<file path="src/hdl/alfa_macros.svh">
// Widths, point layout and register map for the point-cloud access unit
// Included by the package and by every module that sizes ports or decodes registers

`ifndef ALFA_MACROS_SVH
`define ALFA_MACROS_SVH

// Data widths
`define ALFA_ID_W        19
`define ALFA_ADDR_W      32
`define ALFA_FIELD_W     16

// One point is a single 64-bit memory word
`define ALFA_POINT_BYTES 8

// Register offsets on the register bus
`define ALFA_REG_CTRL    4'h0
`define ALFA_REG_BASE    4'h4
`define ALFA_REG_SIZE    4'h8
`define ALFA_REG_STATUS  4'hC

`endif

</file>
<file path="src/hdl/alfa_pkg.sv">
// Shared types of the point-cloud access unit
// Point word layout, ID and address types, and the control FSM states

`default_nettype none

`include "alfa_macros.svh"

package alfa_pkg;

  // Memory word, high to low
  typedef struct packed {
    logic [`ALFA_FIELD_W-1:0] angle_h;
    logic [`ALFA_FIELD_W-1:0] angle_v;
    logic [`ALFA_FIELD_W-1:0] radius;
    logic [`ALFA_FIELD_W-1:0] custom;
  } point_t;

  typedef logic [`ALFA_ID_W-1:0]   point_id_t;
  typedef logic [`ALFA_ADDR_W-1:0] addr_t;

  typedef enum logic [3:0] {
    IDLE,
    RUN,
    RD_FETCH,
    RD_WAIT,
    RD_RESP,
    WR_FETCH,
    WR_WAIT,
    WR_STORE,
    WR_DONE_WAIT
  } ctrl_state_t;

endpackage

`default_nettype wire

</file>
<file path="src/hdl/alfa_monitor.sv">
// Software register file: CTRL, BASE, SIZE and read-only STATUS
// Writes and reads use one-cycle strobes; read data returns one cycle later

`timescale 1ns/1ns
`default_nettype none

`include "alfa_macros.svh"

module alfa_monitor (
  input  wire                   i_system_clk,
  input  wire                   i_rst_n,
  input  wire                   i_reg_wr,
  input  wire                   i_reg_rd,
  input  wire [3:0]             i_reg_addr,
  input  wire [31:0]            i_reg_wdata,
  input  wire                   i_frame_start,
  input  wire                   i_frame_done,
  input  wire                   i_enable,
  output logic [31:0]           o_reg_rdata,
  output logic                  o_reg_rvalid,
  output logic                  o_pc_ready,
  output alfa_pkg::addr_t       o_base_addr,
  output alfa_pkg::point_id_t   o_pc_size
);

  logic pc_ready_q;
  logic frame_done_q;
  alfa_pkg::addr_t base_q;
  alfa_pkg::point_id_t size_q;
  logic [31:0] rd_mux;

  always_ff @(posedge i_system_clk or negedge i_rst_n) begin
    if (!i_rst_n) begin
      pc_ready_q   <= 1'b0;
      frame_done_q <= 1'b0;
      base_q       <= '0;
      size_q       <= '0;
    end else begin
      if (i_reg_wr) begin
        case (i_reg_addr)
          `ALFA_REG_CTRL: pc_ready_q <= i_reg_wdata[0];
          `ALFA_REG_BASE: base_q     <= i_reg_wdata;
          `ALFA_REG_SIZE: size_q     <= i_reg_wdata[`ALFA_ID_W-1:0];
          default: ;
        endcase
      end
      // Hardware handshake overrides a software write in the same cycle
      if (i_frame_start) begin
        pc_ready_q   <= 1'b0;
        frame_done_q <= 1'b0;
      end else if (i_frame_done) begin
        frame_done_q <= 1'b1;
      end
    end
  end

  always_comb begin
    case (i_reg_addr)
      `ALFA_REG_CTRL:   rd_mux = {31'd0, pc_ready_q};
      `ALFA_REG_BASE:   rd_mux = base_q;
      `ALFA_REG_SIZE:   rd_mux = {{(32-`ALFA_ID_W){1'b0}}, size_q};
      `ALFA_REG_STATUS: rd_mux = {30'd0, frame_done_q, i_enable};
      default:          rd_mux = 32'd0;
    endcase
  end

  always_ff @(posedge i_system_clk or negedge i_rst_n) begin
    if (!i_rst_n) begin
      o_reg_rvalid <= 1'b0;
      o_reg_rdata  <= '0;
    end else begin
      o_reg_rvalid <= i_reg_rd;
      if (i_reg_rd) begin
        o_reg_rdata <= rd_mux;
      end
    end
  end

  assign o_pc_ready  = pc_ready_q;
  assign o_base_addr = base_q;
  assign o_pc_size   = size_q;

endmodule

`default_nettype wire

</file>
<file path="src/hdl/alfa_mem_map.sv">
// Memory address unit
// Latches base + ID * point size when control accepts a read or a write

`timescale 1ns/1ns
`default_nettype none

`include "alfa_macros.svh"

module alfa_mem_map (
  input  wire                   i_system_clk,
  input  wire                   i_rst_n,
  input  wire alfa_pkg::addr_t  i_base_addr,
  input  wire alfa_pkg::point_id_t i_ext_read_id,
  input  wire alfa_pkg::point_id_t i_ext_write_id,
  input  wire                   i_capture_read,
  input  wire                   i_capture_write,
  output alfa_pkg::addr_t       o_mem_addr
);

  alfa_pkg::point_id_t sel_id;
  alfa_pkg::addr_t     offset;
  alfa_pkg::addr_t     addr_q;

  // Write wins, same priority as control
  assign sel_id = i_capture_write ? i_ext_write_id : i_ext_read_id;
  assign offset = alfa_pkg::addr_t'(sel_id) * alfa_pkg::addr_t'(`ALFA_POINT_BYTES);

  // One register serves both fetch and store of a read-modify-write
  always_ff @(posedge i_system_clk or negedge i_rst_n) begin
    if (!i_rst_n) begin
      addr_q <= '0;
    end else if (i_capture_read || i_capture_write) begin
      addr_q <= i_base_addr + offset;
    end
  end

  assign o_mem_addr = addr_q;

endmodule

`default_nettype wire

</file>
<file path="src/hdl/alfa_point_cache.sv">
// Point cache holding the last read point and the merged payload of a field write
// Loaded under strobes from the control FSM

`timescale 1ns/1ns
`default_nettype none

`include "alfa_macros.svh"

module alfa_point_cache (
  input  wire                        i_system_clk,
  input  wire                        i_rst_n,
  input  wire alfa_pkg::point_t      i_mem_rd_data,
  input  wire                        i_load_read,
  input  wire                        i_clear_read,
  input  wire                        i_load_write,
  input  wire                        i_capture_custom,
  input  wire [`ALFA_FIELD_W-1:0]    i_ext_write_custom_field,
  output alfa_pkg::point_t           o_read_point,
  output alfa_pkg::point_t           o_write_payload
);

  alfa_pkg::point_t read_q;
  alfa_pkg::point_t write_q;
  alfa_pkg::point_t merged;
  logic [`ALFA_FIELD_W-1:0] custom_q;

  // Read point, zeroed for an out-of-range read
  always_ff @(posedge i_system_clk or negedge i_rst_n) begin
    if (!i_rst_n) begin
      read_q <= '0;
    end else if (i_clear_read) begin
      read_q <= '0;
    end else if (i_load_read) begin
      read_q <= i_mem_rd_data;
    end
  end

  // Fetched word with its custom field replaced
  always_comb begin
    merged        = i_mem_rd_data;
    merged.custom = custom_q;
  end

  always_ff @(posedge i_system_clk or negedge i_rst_n) begin
    if (!i_rst_n) begin
      custom_q <= '0;
      write_q  <= '0;
    end else begin
      if (i_capture_custom) begin
        custom_q <= i_ext_write_custom_field;
      end
      if (i_load_write) begin
        write_q <= merged;
      end
    end
  end

  assign o_read_point    = read_q;
  assign o_write_payload = write_q;

endmodule

`default_nettype wire

</file>
<file path="src/hdl/alfa_control.sv">
// Control FSM of the access unit
// Sequences frame start/done, point reads and read-modify-write custom-field stores
// Range-checks IDs against the point-cloud size; a write beats a read in the same cycle

`timescale 1ns/1ns
`default_nettype none

module alfa_control (
  input  wire                      i_system_clk,
  input  wire                      i_rst_n,
  input  wire                      i_pc_ready,
  input  wire alfa_pkg::point_id_t i_pc_size,
  input  wire                      i_ext_read_ready,
  input  wire alfa_pkg::point_id_t i_ext_read_id,
  input  wire                      i_ext_write_valid,
  input  wire alfa_pkg::point_id_t i_ext_write_id,
  input  wire                      i_ext_done_processing,
  input  wire                      i_mem_rd_done,
  input  wire                      i_mem_wr_done,
  output logic                     o_ext_enable,
  output logic                     o_ext_write_ready,
  output logic                     o_ext_read_valid,
  output logic                     o_mem_rd_req,
  output logic                     o_mem_wr_req,
  output logic                     o_frame_start,
  output logic                     o_frame_done,
  output logic                     o_capture_read,
  output logic                     o_capture_write,
  output logic                     o_capture_custom,
  output logic                     o_load_read,
  output logic                     o_clear_read,
  output logic                     o_load_write
);

  alfa_pkg::ctrl_state_t state_q;
  alfa_pkg::ctrl_state_t state_d;
  // Out-of-range request, walks the FSM without a memory access
  logic skip_q;
  logic skip_d;
  logic in_run;
  logic rd_accept;
  logic wr_accept;
  logic rd_in_range;
  logic wr_in_range;

  assign in_run      = (state_q == alfa_pkg::RUN) && !i_ext_done_processing;
  assign wr_accept   = in_run && i_ext_write_valid;
  assign rd_accept   = in_run && i_ext_read_ready && !i_ext_write_valid;
  assign rd_in_range = i_ext_read_id < i_pc_size;
  assign wr_in_range = i_ext_write_id < i_pc_size;

  always_comb begin
    state_d = state_q;
    skip_d  = skip_q;
    case (state_q)
      alfa_pkg::IDLE: begin
        if (i_pc_ready) begin
          state_d = alfa_pkg::RUN;
        end
      end
      alfa_pkg::RUN: begin
        if (i_ext_done_processing) begin
          state_d = alfa_pkg::IDLE;
        end else if (wr_accept) begin
          state_d = alfa_pkg::WR_FETCH;
          skip_d  = !wr_in_range;
        end else if (rd_accept) begin
          state_d = alfa_pkg::RD_FETCH;
          skip_d  = !rd_in_range;
        end
      end
      alfa_pkg::RD_FETCH: begin
        state_d = skip_q ? alfa_pkg::RD_RESP : alfa_pkg::RD_WAIT;
      end
      alfa_pkg::RD_WAIT: begin
        if (i_mem_rd_done) begin
          state_d = alfa_pkg::RD_RESP;
        end
      end
      alfa_pkg::RD_RESP: state_d = alfa_pkg::RUN;
      alfa_pkg::WR_FETCH: begin
        state_d = skip_q ? alfa_pkg::RUN : alfa_pkg::WR_WAIT;
      end
      alfa_pkg::WR_WAIT: begin
        if (i_mem_rd_done) begin
          state_d = alfa_pkg::WR_STORE;
        end
      end
      alfa_pkg::WR_STORE: state_d = alfa_pkg::WR_DONE_WAIT;
      alfa_pkg::WR_DONE_WAIT: begin
        if (i_mem_wr_done) begin
          state_d = alfa_pkg::RUN;
        end
      end
      default: state_d = alfa_pkg::IDLE;
    endcase
  end

  always_ff @(posedge i_system_clk or negedge i_rst_n) begin
    if (!i_rst_n) begin
      state_q <= alfa_pkg::IDLE;
      skip_q  <= 1'b0;
    end else begin
      state_q <= state_d;
      skip_q  <= skip_d;
    end
  end

  // Extension side
  assign o_ext_enable      = (state_q != alfa_pkg::IDLE);
  assign o_ext_write_ready = (state_q == alfa_pkg::RUN);
  assign o_ext_read_valid  = (state_q == alfa_pkg::RD_RESP);

  // Memory side
  assign o_mem_rd_req = !skip_q &&
                        ((state_q == alfa_pkg::RD_FETCH) || (state_q == alfa_pkg::WR_FETCH));
  assign o_mem_wr_req = (state_q == alfa_pkg::WR_STORE);

  // Monitor handshake
  assign o_frame_start = (state_q == alfa_pkg::IDLE) && i_pc_ready;
  assign o_frame_done  = (state_q == alfa_pkg::RUN) && i_ext_done_processing;

  // Address and cache strobes
  assign o_capture_read   = rd_accept;
  assign o_capture_write  = wr_accept;
  assign o_capture_custom = wr_accept;
  assign o_clear_read     = rd_accept && !rd_in_range;
  assign o_load_read      = (state_q == alfa_pkg::RD_WAIT) && i_mem_rd_done;
  assign o_load_write     = (state_q == alfa_pkg::WR_WAIT) && i_mem_rd_done;

endmodule

`default_nettype wire

</file>
<file path="src/hdl/alfa_unit.sv">
// Top level of the point-cloud access unit
// Register bus for software, extension-core port, and a request/done memory port

`timescale 1ns/1ns
`default_nettype none

`include "alfa_macros.svh"

module alfa_unit (
  input  wire                        i_system_clk,
  input  wire                        i_rst_n,
  // Register bus
  input  wire                        i_reg_wr,
  input  wire                        i_reg_rd,
  input  wire [3:0]                  i_reg_addr,
  input  wire [31:0]                 i_reg_wdata,
  output logic [31:0]                o_reg_rdata,
  output logic                       o_reg_rvalid,
  // Extension core
  input  wire                        i_ext_read_ready,
  input  wire alfa_pkg::point_id_t   i_ext_read_id,
  input  wire                        i_ext_write_valid,
  input  wire alfa_pkg::point_id_t   i_ext_write_id,
  input  wire [`ALFA_FIELD_W-1:0]    i_ext_write_custom_field,
  input  wire                        i_ext_done_processing,
  output logic                       o_ext_enable,
  output logic                       o_ext_write_ready,
  output logic                       o_ext_read_valid,
  output logic [`ALFA_FIELD_W-1:0]   o_ext_point_angle_h,
  output logic [`ALFA_FIELD_W-1:0]   o_ext_point_angle_v,
  output logic [`ALFA_FIELD_W-1:0]   o_ext_point_radius,
  output logic [`ALFA_FIELD_W-1:0]   o_ext_read_custom_field,
  output alfa_pkg::point_id_t        o_ext_pc_size,
  output alfa_pkg::addr_t            o_extmem_base_addr,
  // Point memory
  input  wire                        i_mem_rd_done,
  input  wire alfa_pkg::point_t      i_mem_rd_data,
  input  wire                        i_mem_wr_done,
  output logic                       o_mem_rd_req,
  output logic                       o_mem_wr_req,
  output alfa_pkg::addr_t            o_mem_addr,
  output alfa_pkg::point_t           o_mem_wr_data
);

  logic                pc_ready;
  logic                frame_start;
  logic                frame_done;
  logic                capture_read;
  logic                capture_write;
  logic                capture_custom;
  logic                load_read;
  logic                clear_read;
  logic                load_write;
  alfa_pkg::addr_t     base_addr;
  alfa_pkg::point_id_t pc_size;
  alfa_pkg::point_t    read_point;

  assign o_ext_point_angle_h     = read_point.angle_h;
  assign o_ext_point_angle_v     = read_point.angle_v;
  assign o_ext_point_radius      = read_point.radius;
  assign o_ext_read_custom_field = read_point.custom;
  assign o_ext_pc_size           = pc_size;
  assign o_extmem_base_addr      = base_addr;

  alfa_monitor u_monitor (
    .i_system_clk  (i_system_clk),
    .i_rst_n       (i_rst_n),
    .i_reg_wr      (i_reg_wr),
    .i_reg_rd      (i_reg_rd),
    .i_reg_addr    (i_reg_addr),
    .i_reg_wdata   (i_reg_wdata),
    .i_frame_start (frame_start),
    .i_frame_done  (frame_done),
    .i_enable      (o_ext_enable),
    .o_reg_rdata   (o_reg_rdata),
    .o_reg_rvalid  (o_reg_rvalid),
    .o_pc_ready    (pc_ready),
    .o_base_addr   (base_addr),
    .o_pc_size     (pc_size)
  );

  alfa_mem_map u_mem_map (
    .i_system_clk    (i_system_clk),
    .i_rst_n         (i_rst_n),
    .i_base_addr     (base_addr),
    .i_ext_read_id   (i_ext_read_id),
    .i_ext_write_id  (i_ext_write_id),
    .i_capture_read  (capture_read),
    .i_capture_write (capture_write),
    .o_mem_addr      (o_mem_addr)
  );

  alfa_point_cache u_point_cache (
    .i_system_clk             (i_system_clk),
    .i_rst_n                  (i_rst_n),
    .i_mem_rd_data            (i_mem_rd_data),
    .i_load_read              (load_read),
    .i_clear_read             (clear_read),
    .i_load_write             (load_write),
    .i_capture_custom         (capture_custom),
    .i_ext_write_custom_field (i_ext_write_custom_field),
    .o_read_point             (read_point),
    .o_write_payload          (o_mem_wr_data)
  );

  alfa_control u_control (
    .i_system_clk          (i_system_clk),
    .i_rst_n               (i_rst_n),
    .i_pc_ready            (pc_ready),
    .i_pc_size             (pc_size),
    .i_ext_read_ready      (i_ext_read_ready),
    .i_ext_read_id         (i_ext_read_id),
    .i_ext_write_valid     (i_ext_write_valid),
    .i_ext_write_id        (i_ext_write_id),
    .i_ext_done_processing (i_ext_done_processing),
    .i_mem_rd_done         (i_mem_rd_done),
    .i_mem_wr_done         (i_mem_wr_done),
    .o_ext_enable          (o_ext_enable),
    .o_ext_write_ready     (o_ext_write_ready),
    .o_ext_read_valid      (o_ext_read_valid),
    .o_mem_rd_req          (o_mem_rd_req),
    .o_mem_wr_req          (o_mem_wr_req),
    .o_frame_start         (frame_start),
    .o_frame_done          (frame_done),
    .o_capture_read        (capture_read),
    .o_capture_write       (capture_write),
    .o_capture_custom      (capture_custom),
    .o_load_read           (load_read),
    .o_clear_read          (clear_read),
    .o_load_write          (load_write)
  );

endmodule

`default_nettype wire

</file>
<file path="config.mk">
export PLATFORM = sky130hd
export DESIGN_NAME = alfa_unit
export DESIGN_NICKNAME = d
export VERILOG_FILES = /design/src/hdl/alfa_pkg.sv /design/src/hdl/alfa_monitor.sv /design/src/hdl/alfa_mem_map.sv /design/src/hdl/alfa_point_cache.sv /design/src/hdl/alfa_control.sv /design/src/hdl/alfa_unit.sv
export VERILOG_INCLUDE_DIRS = /design/src /design/src/hdl
export SDC_FILE = /design/constraint.sdc
export NUM_CORES = 1
export LEC_CHECK = 0
export ABC_AREA = 1
export ABC_CLOCK_PERIOD_IN_PS = 7200
export BUFFER_PORTS_ARGS = -buffer_cell sky130_fd_sc_hd__buf_2
export CELL_PAD_IN_SITES_DETAIL_PLACEMENT = 1
export CELL_PAD_IN_SITES_GLOBAL_PLACEMENT = 1
export CORE_AREA = 3 3 189 191
export CTS_CLUSTER_DIAMETER = 100
export DETAILED_ROUTE_END_ITERATION = 10
export DIE_AREA = 0 0 192 194
export PLACE_DENSITY = 0.95
export RECOVER_POWER = 50
export SKIP_LAST_GASP = 1
export SLEW_MARGIN = 20
export SYNTH_ARGS = -nofsm -noshare
export SYNTH_HDL_FRONTEND = slang
export SYNTH_SLANG_ARGS = --single-unit
</file>
<file path="constraint.sdc">
create_clock -name i_system_clk -period 7.2 [get_ports i_system_clk]
set_clock_uncertainty 0.1 [all_clocks]
set_input_delay 1.44 -clock i_system_clk [delete_from_list [all_inputs] [get_ports i_system_clk]]
set_output_delay 1.44 -clock i_system_clk [all_outputs]
set_load 0.01 [all_outputs]
</file>
Word-level counts from Yosys, hierarchy flattened
Index checks and enable logic that the tools add are counted.
- bits of input ports: 163
- logic and storage cells: 89
- ROM bits: 0
- bits in latches: 0
- memories: 0
- register bits: 267
- bits in writable memories: 0
- bitwise logic cells: 1
- multipliers: 0
- mux-type cells: 21
- divide/modulo/power cells: 0
- shift operators: 0
- reduce and logical (&&, ||, !) cells: 30
- eq/ne operators: 16
- magnitude comparators: 2
- add/sub/neg operators: 1
- operators with widths (operator ; number):
    $mux 64 ; 2
    $pmux 32 s4 ; 1
    $lt 19x19->1 ; 2
    $pmux 4 s9 ; 1
    $add 32x22->32 ; 1
    $mux 4 ; 7
    $eq 4x3->1 const B ; 5
    $mux 19 ; 1
    $eq 4x4->1 const B ; 3
    $logic_and 1x1->1 ; 10
    $reduce_bool 2->1 ; 5
    $eq 4x2->1 const B ; 2
    $logic_not 4->1 ; 2
    $ne 2x2->1 const B ; 4
    $mux 1 ; 7
    $mux 3 ; 2
    $reduce_and 2->1 ; 3
    $logic_not 1->1 ; 5
    $reduce_and 5->1 ; 1
    $eq 4x1->1 const B ; 1
    $ne 4x2->1 const B ; 1
    $reduce_bool 4->1 ; 1
    $reduce_and 3->1 ; 1
    $logic_or 1x1->1 ; 2
    $not 1->1 ; 1

Logic depth before layout (Yosys ltp)
Gate-level depths: netlist (run 1).
- depth after elaboration: 8
- mapped depth: 19
- depth with buffers taken out: 18

By module
From an unflattened synthesis (run 1), not the netlist that was laid out.
- cells, all modules: 1825
- area total of the unflattened synthesis: 13980.9 um2
- by module, submodules not included (module ; area an instance (um2) ; cells an instance ; sequential area each (um2) ; instances):
    alfa_point_cache ; 5710.5 ; 614 ; 3603.5 ; 1
    alfa_monitor ; 3588.4 ; 421 ; 2152.1 ; 1
    alfa_mem_map ; 3269.4 ; 561 ; 800.8 ; 1
    alfa_control ; 1412.6 ; 229 ; 125.1 ; 1

Least setup slack after synthesis (run 1)
No wires, ideal clock.
- path kind: input to register
- start point: input i_ext_done_processing
- end point: register u_mem_map.addr_q[17] (netlist: u_mem_map.o_mem_addr[17])
- data required time: 6.983 ns
- library setup time: 0.117 ns
- buffers on the path: 1
- stages on the path: 19
- arrival time: 3.577 ns
- setup slack: 3.406 ns
- cells stage by stage: inv_1 nand4_2 nor2_4 clkbuf_1 nand2_1 o21ai_0 ha_1 inv_1 fa_1 inv_1 nand3_1 nand2_1 nand2_1 nand2_1 inv_1 o21ai_0 nand2_1 nand3_1 nand2_1
- cells in the longest elaborated chain, start to end: 5
- RTL lines (item ; line ; source):
    start, declared ; alfa_unit.sv:25 ; input wire i_ext_done_processing,
    $logic_not 1->1 * ; alfa_control.sv:46 ; assign in_run = (state_q == alfa_pkg::RUN) && !i_ext_done_processing;
    $logic_and 1x1->1 * ; alfa_control.sv:46 ;
    $logic_and 1x1->1, on equally long branches ; alfa_control.sv:47, alfa_control.sv:48 ;
    $mux 19 or $logic_and 1x1->1 (tied branches) ; alfa_mem_map.sv:25, alfa_control.sv:48 ;
    $add 32x22->32 or $logic_or 1x1->1 (tied branches) ; alfa_mem_map.sv:33, alfa_mem_map.sv:32 ;
    end signal, assigned ; alfa_mem_map.sv:33 ; addr_q <= i_base_addr + offset;
    end, declared ; alfa_mem_map.sv:22 ; alfa_pkg::addr_t addr_q;
Every way passes the cells marked *; elsewhere a longest branch is shown, timed or not.
A chain may end at the register's enable or synchronous reset.

Final worst setup path (run 1)
- start point: input i_mem_rd_done
- end point: register u_point_cache.write_q, in the netlist u_point_cache.o_write_payload[31]
- cells in the longest elaborated chain, start to end: 1
- RTL lines (item ; line ; source):
    start, declared ; alfa_unit.sv:36 ; input wire i_mem_rd_done,
    $logic_and 1x1->1 ; alfa_control.sv:129 ; assign o_load_write = (state_q == alfa_pkg::WR_WAIT) && i_mem_rd_done;
    end signal, assigned ; alfa_point_cache.sv:53 ; write_q <= merged;
    end, declared ; alfa_point_cache.sv:23 ; alfa_pkg::point_t write_q;
Every way passes these cells.

==> flow_summary.ini, run 1 <==
[status]
outcome = finished, violations left
violations = capacitance limit, slew limit

[detailed_routing]
wl_mm = 53.8
wl_per_cell_um = 20.6
antenna_left = 0
viasPerCell = 5.19
drtIter0Drc = 569
vias = 13500
post-route-drc-count = 0
drt-pass1-iter-count = 4

[sta]
final-max-slew-violation-count = 107
setup_tns_ps = 0
maxSlewHeadroom_pct = -160
hold_violations = 0
worstMarginPinSlew_ps = 3890
min_period_over_period_pct = 73.5
min_period_ps = 5290
setup_violations = 0
timing.final.ws_setup_ps = 1910
fmax_mhz = 189
rsz0062_at_grt = no

[layout]
fill_cells = 4320
drive_gt1_share_pct = 20.0
multiInputGateArea_um2 = 5960
syn_to_final_growth_pct = 23.3
seqCellArea_um2 = 6680
nNetsFinal = 2342
stdcell_area_um2 = 17200
stdcell_count = 2606

[placement]
placed_area_um2 = 16300
port_buffers = 411
placed_cells = 2541
gp_congestion = 0.935
hpwl_mm = 39.2
place_ws_ps = 2000

[synthesis]
syn_inst = 1730
synth_nets = 1952
yosysSeqAreaShare_pct = 47.8
ys_async_sr_fraction_pct = 100
synth_area_leaders = dfrtp_1 48%, nand2_1 16%, inv_1 6.8%
yosysWarnings = 0
synth_edf_count = 0
avgSynthCellArea_um2 = 8.08
synth_area_leader_cell = dfrtp_1
synth_flop_cell = dfrtp_1
yosysUniqueCellTypes = 40
synth_most_common_cell = nand2_1
synthTopCellsByCount = 588 x nand2_1, 267 x dfrtp_1, 254 x inv_1
synth_top_cell_area_share_pct = 47.8
synth_seq_cells = 267
syn-cell-area_um2 = 14000

[cts]
cts_resized = 0
clk_pin_slew_ps = 60
postCtsSetupRepairBufs = 0
insertion_delay_ps = 570
clock_sinks = 267
cts_root_buf = clkbuf_16
tritoncts = yes
numCtsBuffers = 31
htree_levels = 1
holdBufCountCts = 0
cts_max_path_buffers = 3

[power_and_ir_drop]
swShare_pct = 39.5
finalPower_mw = 6.02
power_frac_seq_pct = 37.3
p_int_mw = 3.64
power_frac_comb_pct = 35.5
leakage_nw = 9.62
vdd_drop_max_uv = 207
power.density_nw_per_um2 = 349
switchingPower_mw = 2.38
clkPwrFrac_pct = 27.2

[setup_path]
arrival_ps = 5450
crit_fanout = 59
crit_type = in2reg
worst_setup_path_end_kind = flip-flop
cp-start-kind = input port
worst-r2r-setup-slack_ps = 2130
cp.required_ps = 7360
timing.rr.start = u_control.state_q[2]
worstSetupStartpoint = i_mem_rd_done

[global_routing]
gr-total-overflow = 0
grt_pass1_vias = 15200
antenna_found_initial = 10
grt_start_max_net_pins = 169
grt_pass1_wl_mm = 84.8
track_usage_pct = 28.4

[floorplanning]
core.rowCount = 68
die-area_um2 = 37200
core_area_um2 = 34300
die_height_um = 194
ioPinCount = 412
start_util_pct = 40.8
die_w_um = 192

[min_path]
min_path_type = reg2reg
min_from = u_mem_map.o_mem_addr[9]

[run]
maxCapViolations = 2
## layer usage
layer  vias to the layer above  track usage [%]  routed length, µm
li1                       6170                -                  -
met1                      6684             31.5              19700
met2                       515             51.1              27300
met3                       156             7.83               4450
met4                         6             11.4               2280
met5                         -                0                 34
## power groups by stage
stage,clock [mW],sequential [mW],combinational [mW]
floorplan,0,2.33,1.08
global placement,0,2.21,2.01
detailed placement,0,2.25,2.14
CTS,1.66,2.23,2.19
global route,1.73,2.29,2.38
finish,1.64,2.24,2.14
## critical path: stages
cell and delay (ps):
clkbuf_1 120, nand2_1 640, clkbuf_1 2770, o21ai_0 420
## area by class of cell
cell class	count	share of cell area, %
inverters	257	5.60
multi-input cells	1146	34.6
repair buffers	417	11.5
clock inverters	13	0.885
flip-flops and latches	267	38.8
diodes	7	0.102
clock buffers	44	5.25
well taps	455	3.30
## per-stage QoR
step                utilization, %  hold WS [ps]
floorplan                        -           338
global placement              47.6           354
detailed placement            47.6           367
CTS                           50.7           383
global route                  50.3           415
finish                        50.3           382
## logic make-up (layout without fill, tap and decap cells)
kind of cell               count (synthesis)  count (layout)  synth area share (%)
AOI/OAI and AO/OA                        183             183                  6.94
xor gates and xnor gates                   4               4                 0.251
adders and majority gates                 59              59                  5.33
buffers and inverters                    317             731                  9.37
DFF                                      267             267                  47.8
muxes                                     67              67                  6.47
other                                      0               7                     0
and+or+nand+nor                          833             833                  23.9
## worst paths after layout
check	to	depth (start not counted)
max	u_point_cache.o_write_payload[31]	4
min	u_mem_map.o_mem_addr[9]	2
max reg2reg	u_point_cache.o_write_payload[31]	7
min reg2reg	u_mem_map.o_mem_addr[9]	2
max in group asynchronous	u_point_cache.o_write_payload[4]	2
min in group asynchronous	u_monitor.o_reg_rdata[17]	1
## cells in the final DEF, fill, tap and decap left out, types with 41 or more instances in the layout
| master | count |
|---|---|
| nand2_1 | 586 |
| ha_1 | 58 |
| clkbuf_1 | 122 |
| nor2_1 | 136 |
| inv_1 | 254 |
| buf_2 | 294 |
| o21ai_0 | 115 |
| nand3_1 | 70 |
| dfrtp_1 | 267 |
| a21oi_1 | 41 |
## flip-flops by register name, indices dropped and copies added, names as in the netlist
name                           count
u_monitor.frame_done_q             1
u_point_cache.o_write_payload     64
u_monitor.o_pc_size               19
u_control.state_q                  4
u_monitor.o_reg_rdata             32
u_mem_map.o_mem_addr              32
u_monitor.o_base_addr             32
u_point_cache.custom_q            16
u_control.skip_q                   1
u_monitor.o_reg_rvalid             1
u_monitor.o_pc_ready               1
u_point_cache.o_read_point        64
Power figures use the tool's default switching activity.
==> run 2: changes to the inputs <==
ABC_AREA = 0   (was 1)
ABC_CLOCK_PERIOD_IN_PS = 5100   (was 7200)
CORE_AREA = 3 3 184 186   (was 3 3 189 191)
DIE_AREA = 0 0 187 189   (was 0 0 192 194)
PLACE_DENSITY = 0.9   (was 0.95)
clock period = 5.1 ns   (was 7.2 ns; I/O delays follow)
==> run 2 against run 1 <==
The run still ends with capacitance limit, slew limit left. Critical path type is now reg2reg. Via count is 20% lower. Critical endpoint is now u_mem_map.o_mem_addr[31]. Non-clock buffer count up 9. Largest power group unchanged. Highest routed layer unchanged. Design area shrank 5.8%. Sequential share of layout area up 2.4 points. Hold slack lost 10 ps. Sequential power increased by 54%.
==> flow_summary.ini, run 2 <==
[placement]
hpwl_mm = 34.9
port_buffers = 411
gp_congestion = 0.884

[floorplanning]
core_area_um2 = 32500
core.rowCount = 66
die_height_um = 189
die-area_um2 = 35300
start_util_pct = 39.8
die_w_um = 187
ioPinCount = 412

[synthesis]
synth_flop_cell = dfrtp_1
synth_nets = 1329
yosysUniqueCellTypes = 57
syn-cell-area_um2 = 12900
synth_most_common_cell = dfrtp_1
syn_inst = 1107
synth_area_leaders = dfrtp_1 52%, mux2_2 13%, ha_1 5.6%
synth_area_leader_cell = dfrtp_1
avgSynthCellArea_um2 = 11.7
synth_top_cell_area_share_pct = 51.8
ys_async_sr_fraction_pct = 100
synth_edf_count = 0
synth_seq_cells = 267
yosysWarnings = 0
yosysSeqAreaShare_pct = 51.8
synthTopCellsByCount = 267 x dfrtp_1, 151 x mux2_2, 66 x mux2i_1

[layout]
fill_cells = 3676
seqCellArea_um2 = 6680
final_common_cell = buf_2
nNetsFinal = 1725
final_cell_mix = 310 x buf_2, 267 x dfrtp_1, 151 x mux2_2, 109 x clkbuf_1, 66 x mux2i_1
syn_to_final_growth_pct = 25.8
multiInputGateArea_um2 = 5740
drive_gt1_share_pct = 35.5

[cts]
cts_resized = 0
numCtsBuffers = 29
cts_max_path_buffers = 3
cts_root_buf = clkbuf_16
insertion_delay_ps = 560
tritoncts = yes
postCtsSetupRepairBufs = 0
clk_pin_slew_ps = 60
clock_sinks = 267
htree_levels = 1
holdBufCountCts = 0

[status]
outcome = finished, violations left
violations = capacitance limit, slew limit

[setup_path]
cp.required_ps = 5410
crit_type = reg2reg
worst-r2r-setup-slack_ps = 450
worst_setup_path_end_kind = flip-flop
worstReg2RegEnd = u_mem_map.o_mem_addr[31]
cp-start-kind = flip-flop
crit_fanout = 17
timing.rr.start = u_control.state_q[0]
r2r_cells = 14
arrival_ps = 4960

[sta]
fmax_mhz = 215
rsz0062_at_grt = no
setup_tns_ps = 0
worstMarginPinSlew_ps = 2490
setup_violations = 0
final-max-slew-violation-count = 300
min_period_over_period_pct = 91.1
maxSlewHeadroom_pct = -66.2
min_period_ps = 4650
fin_hold_ws_ps = 372
hold_violations = 0

[detailed_routing]
wl_per_cell_um = 24.4
post-route-drc-count = 0
drt-pass1-iter-count = 4
drtIter0Drc = 618
vias = 10800
antenna_left = 0
viasPerCell = 5.47
wl_mm = 48.5

[run]
maxCapViolations = 4

[power_and_ir_drop]
power.density_nw_per_um2 = 535
leakage_nw = 8.38
vdd_drop_max_uv = 293

[min_path]
whs_path_depth = 2
min_from = u_mem_map.o_mem_addr[0]
min_path_type = reg2reg
hold_end = u_mem_map.o_mem_addr[0]

[global_routing]
gr-total-overflow = 0
grt_pass1_wl_mm = 72.9
grt_start_max_net_pins = 124
grt_pass1_vias = 11900
antenna_found_initial = 19
track_usage_pct = 26.2
==> run 2: cell count changes after synthesis, moves of 41 or more <==
cell / previous run / this run
nand3_1: 70 / 29
mux2_2: 25 / 151
nor2_1: 132 / 25
o21ai_0: 115 / 50
mux2i_1: 0 / 66
nand2_1: 588 / 60
nor3_1: 8 / 60
inv_1: 254 / 62
==> run 2: area by class of cell <==
type                            count  area share, %
Multi-Input combinational cell    717           35.4
Clock inverter                     11          0.694
Sequential cell                   267           41.1
Inverter                           62           1.43
Clock buffer                       41           5.06
Timing Repair Buffer              426           12.6
Tap cell                          442           3.41
Antenna cell                       18          0.277
==> run 2: stage by stage <==
stage                     total power, mW  util (%)  area (µm²)  std cells  worst slack [ps]
final                                8.69      50.0       16200       1984               451
after CTS                            8.78      50.4       16300       1966               508
after global routing                 9.17      50.0       16200       1983               153
after global placement               6.32      47.5       15400       1914               595
after floorplan                      5.07         -       12900       1107               534
after detailed placement             6.57      47.5       15400       1914               361
==> run 2: logic make-up (layout without fill, tap and decap cells) <==
logic type      count (synthesis)  count (layout)  share of synthesized area (%)
buf+inv                       123             540                           3.99
fa+ha+maj                      59              59                           5.78
flops                         267             267                           51.8
other cells                     0              18                              0
compound gates                184             184                           9.04
simple gates                  232             232                           9.44
mux                           217             217                           18.3
xor+xnor                       25              25                           1.70
==> run 2: worst max-delay path by stage <==
stage                                startpoint                       end  slack [ps]  cells after the start
after floorplan           i_ext_done_processing  u_mem_map.o_mem_addr[31]         530                     15
after global placement    i_ext_done_processing  u_mem_map.o_mem_addr[24]         600                     13
after detailed placement  i_ext_done_processing  u_mem_map.o_mem_addr[31]         360                     13
after CTS                  u_control.state_q[0]  u_mem_map.o_mem_addr[31]         510                     14
after global routing       u_control.state_q[0]  u_mem_map.o_mem_addr[31]         150                     14
final                      u_control.state_q[0]  u_mem_map.o_mem_addr[31]         450                     14
==> run 2: where the power goes <==
part | leakage [nW] | internal, mW | total [mW] | switching, mW
Clock | 0.454 | 1.22 | 2.10 | 0.887
Combinational | 4.49 | 1.30 | 3.13 | 1.83
Sequential | 3.43 | 2.85 | 3.46 | 0.609
==> run 2: critical path: stages (launching register included) <==
cell	delay [ps]
dfrtp_1	660
nor4b_4	380
and2b_1	290
nand2_2	230
mux2_2	300
ha_1	160
inv_1	70
fa_1	430
nand3b_1	240
a21oi_1	190
o21ai_0	170
o41a_2	540
a32oi_4	410
and3_1	240
a311oi_1	100
==> run 2: layer usage <==
metal / wire length, µm / track usage, %
met4: 2340 / 12.8
met2: 24600 / 46.3
met5: 14 / 0
met3: 3730 / 7.11
met1: 17800 / 29.4
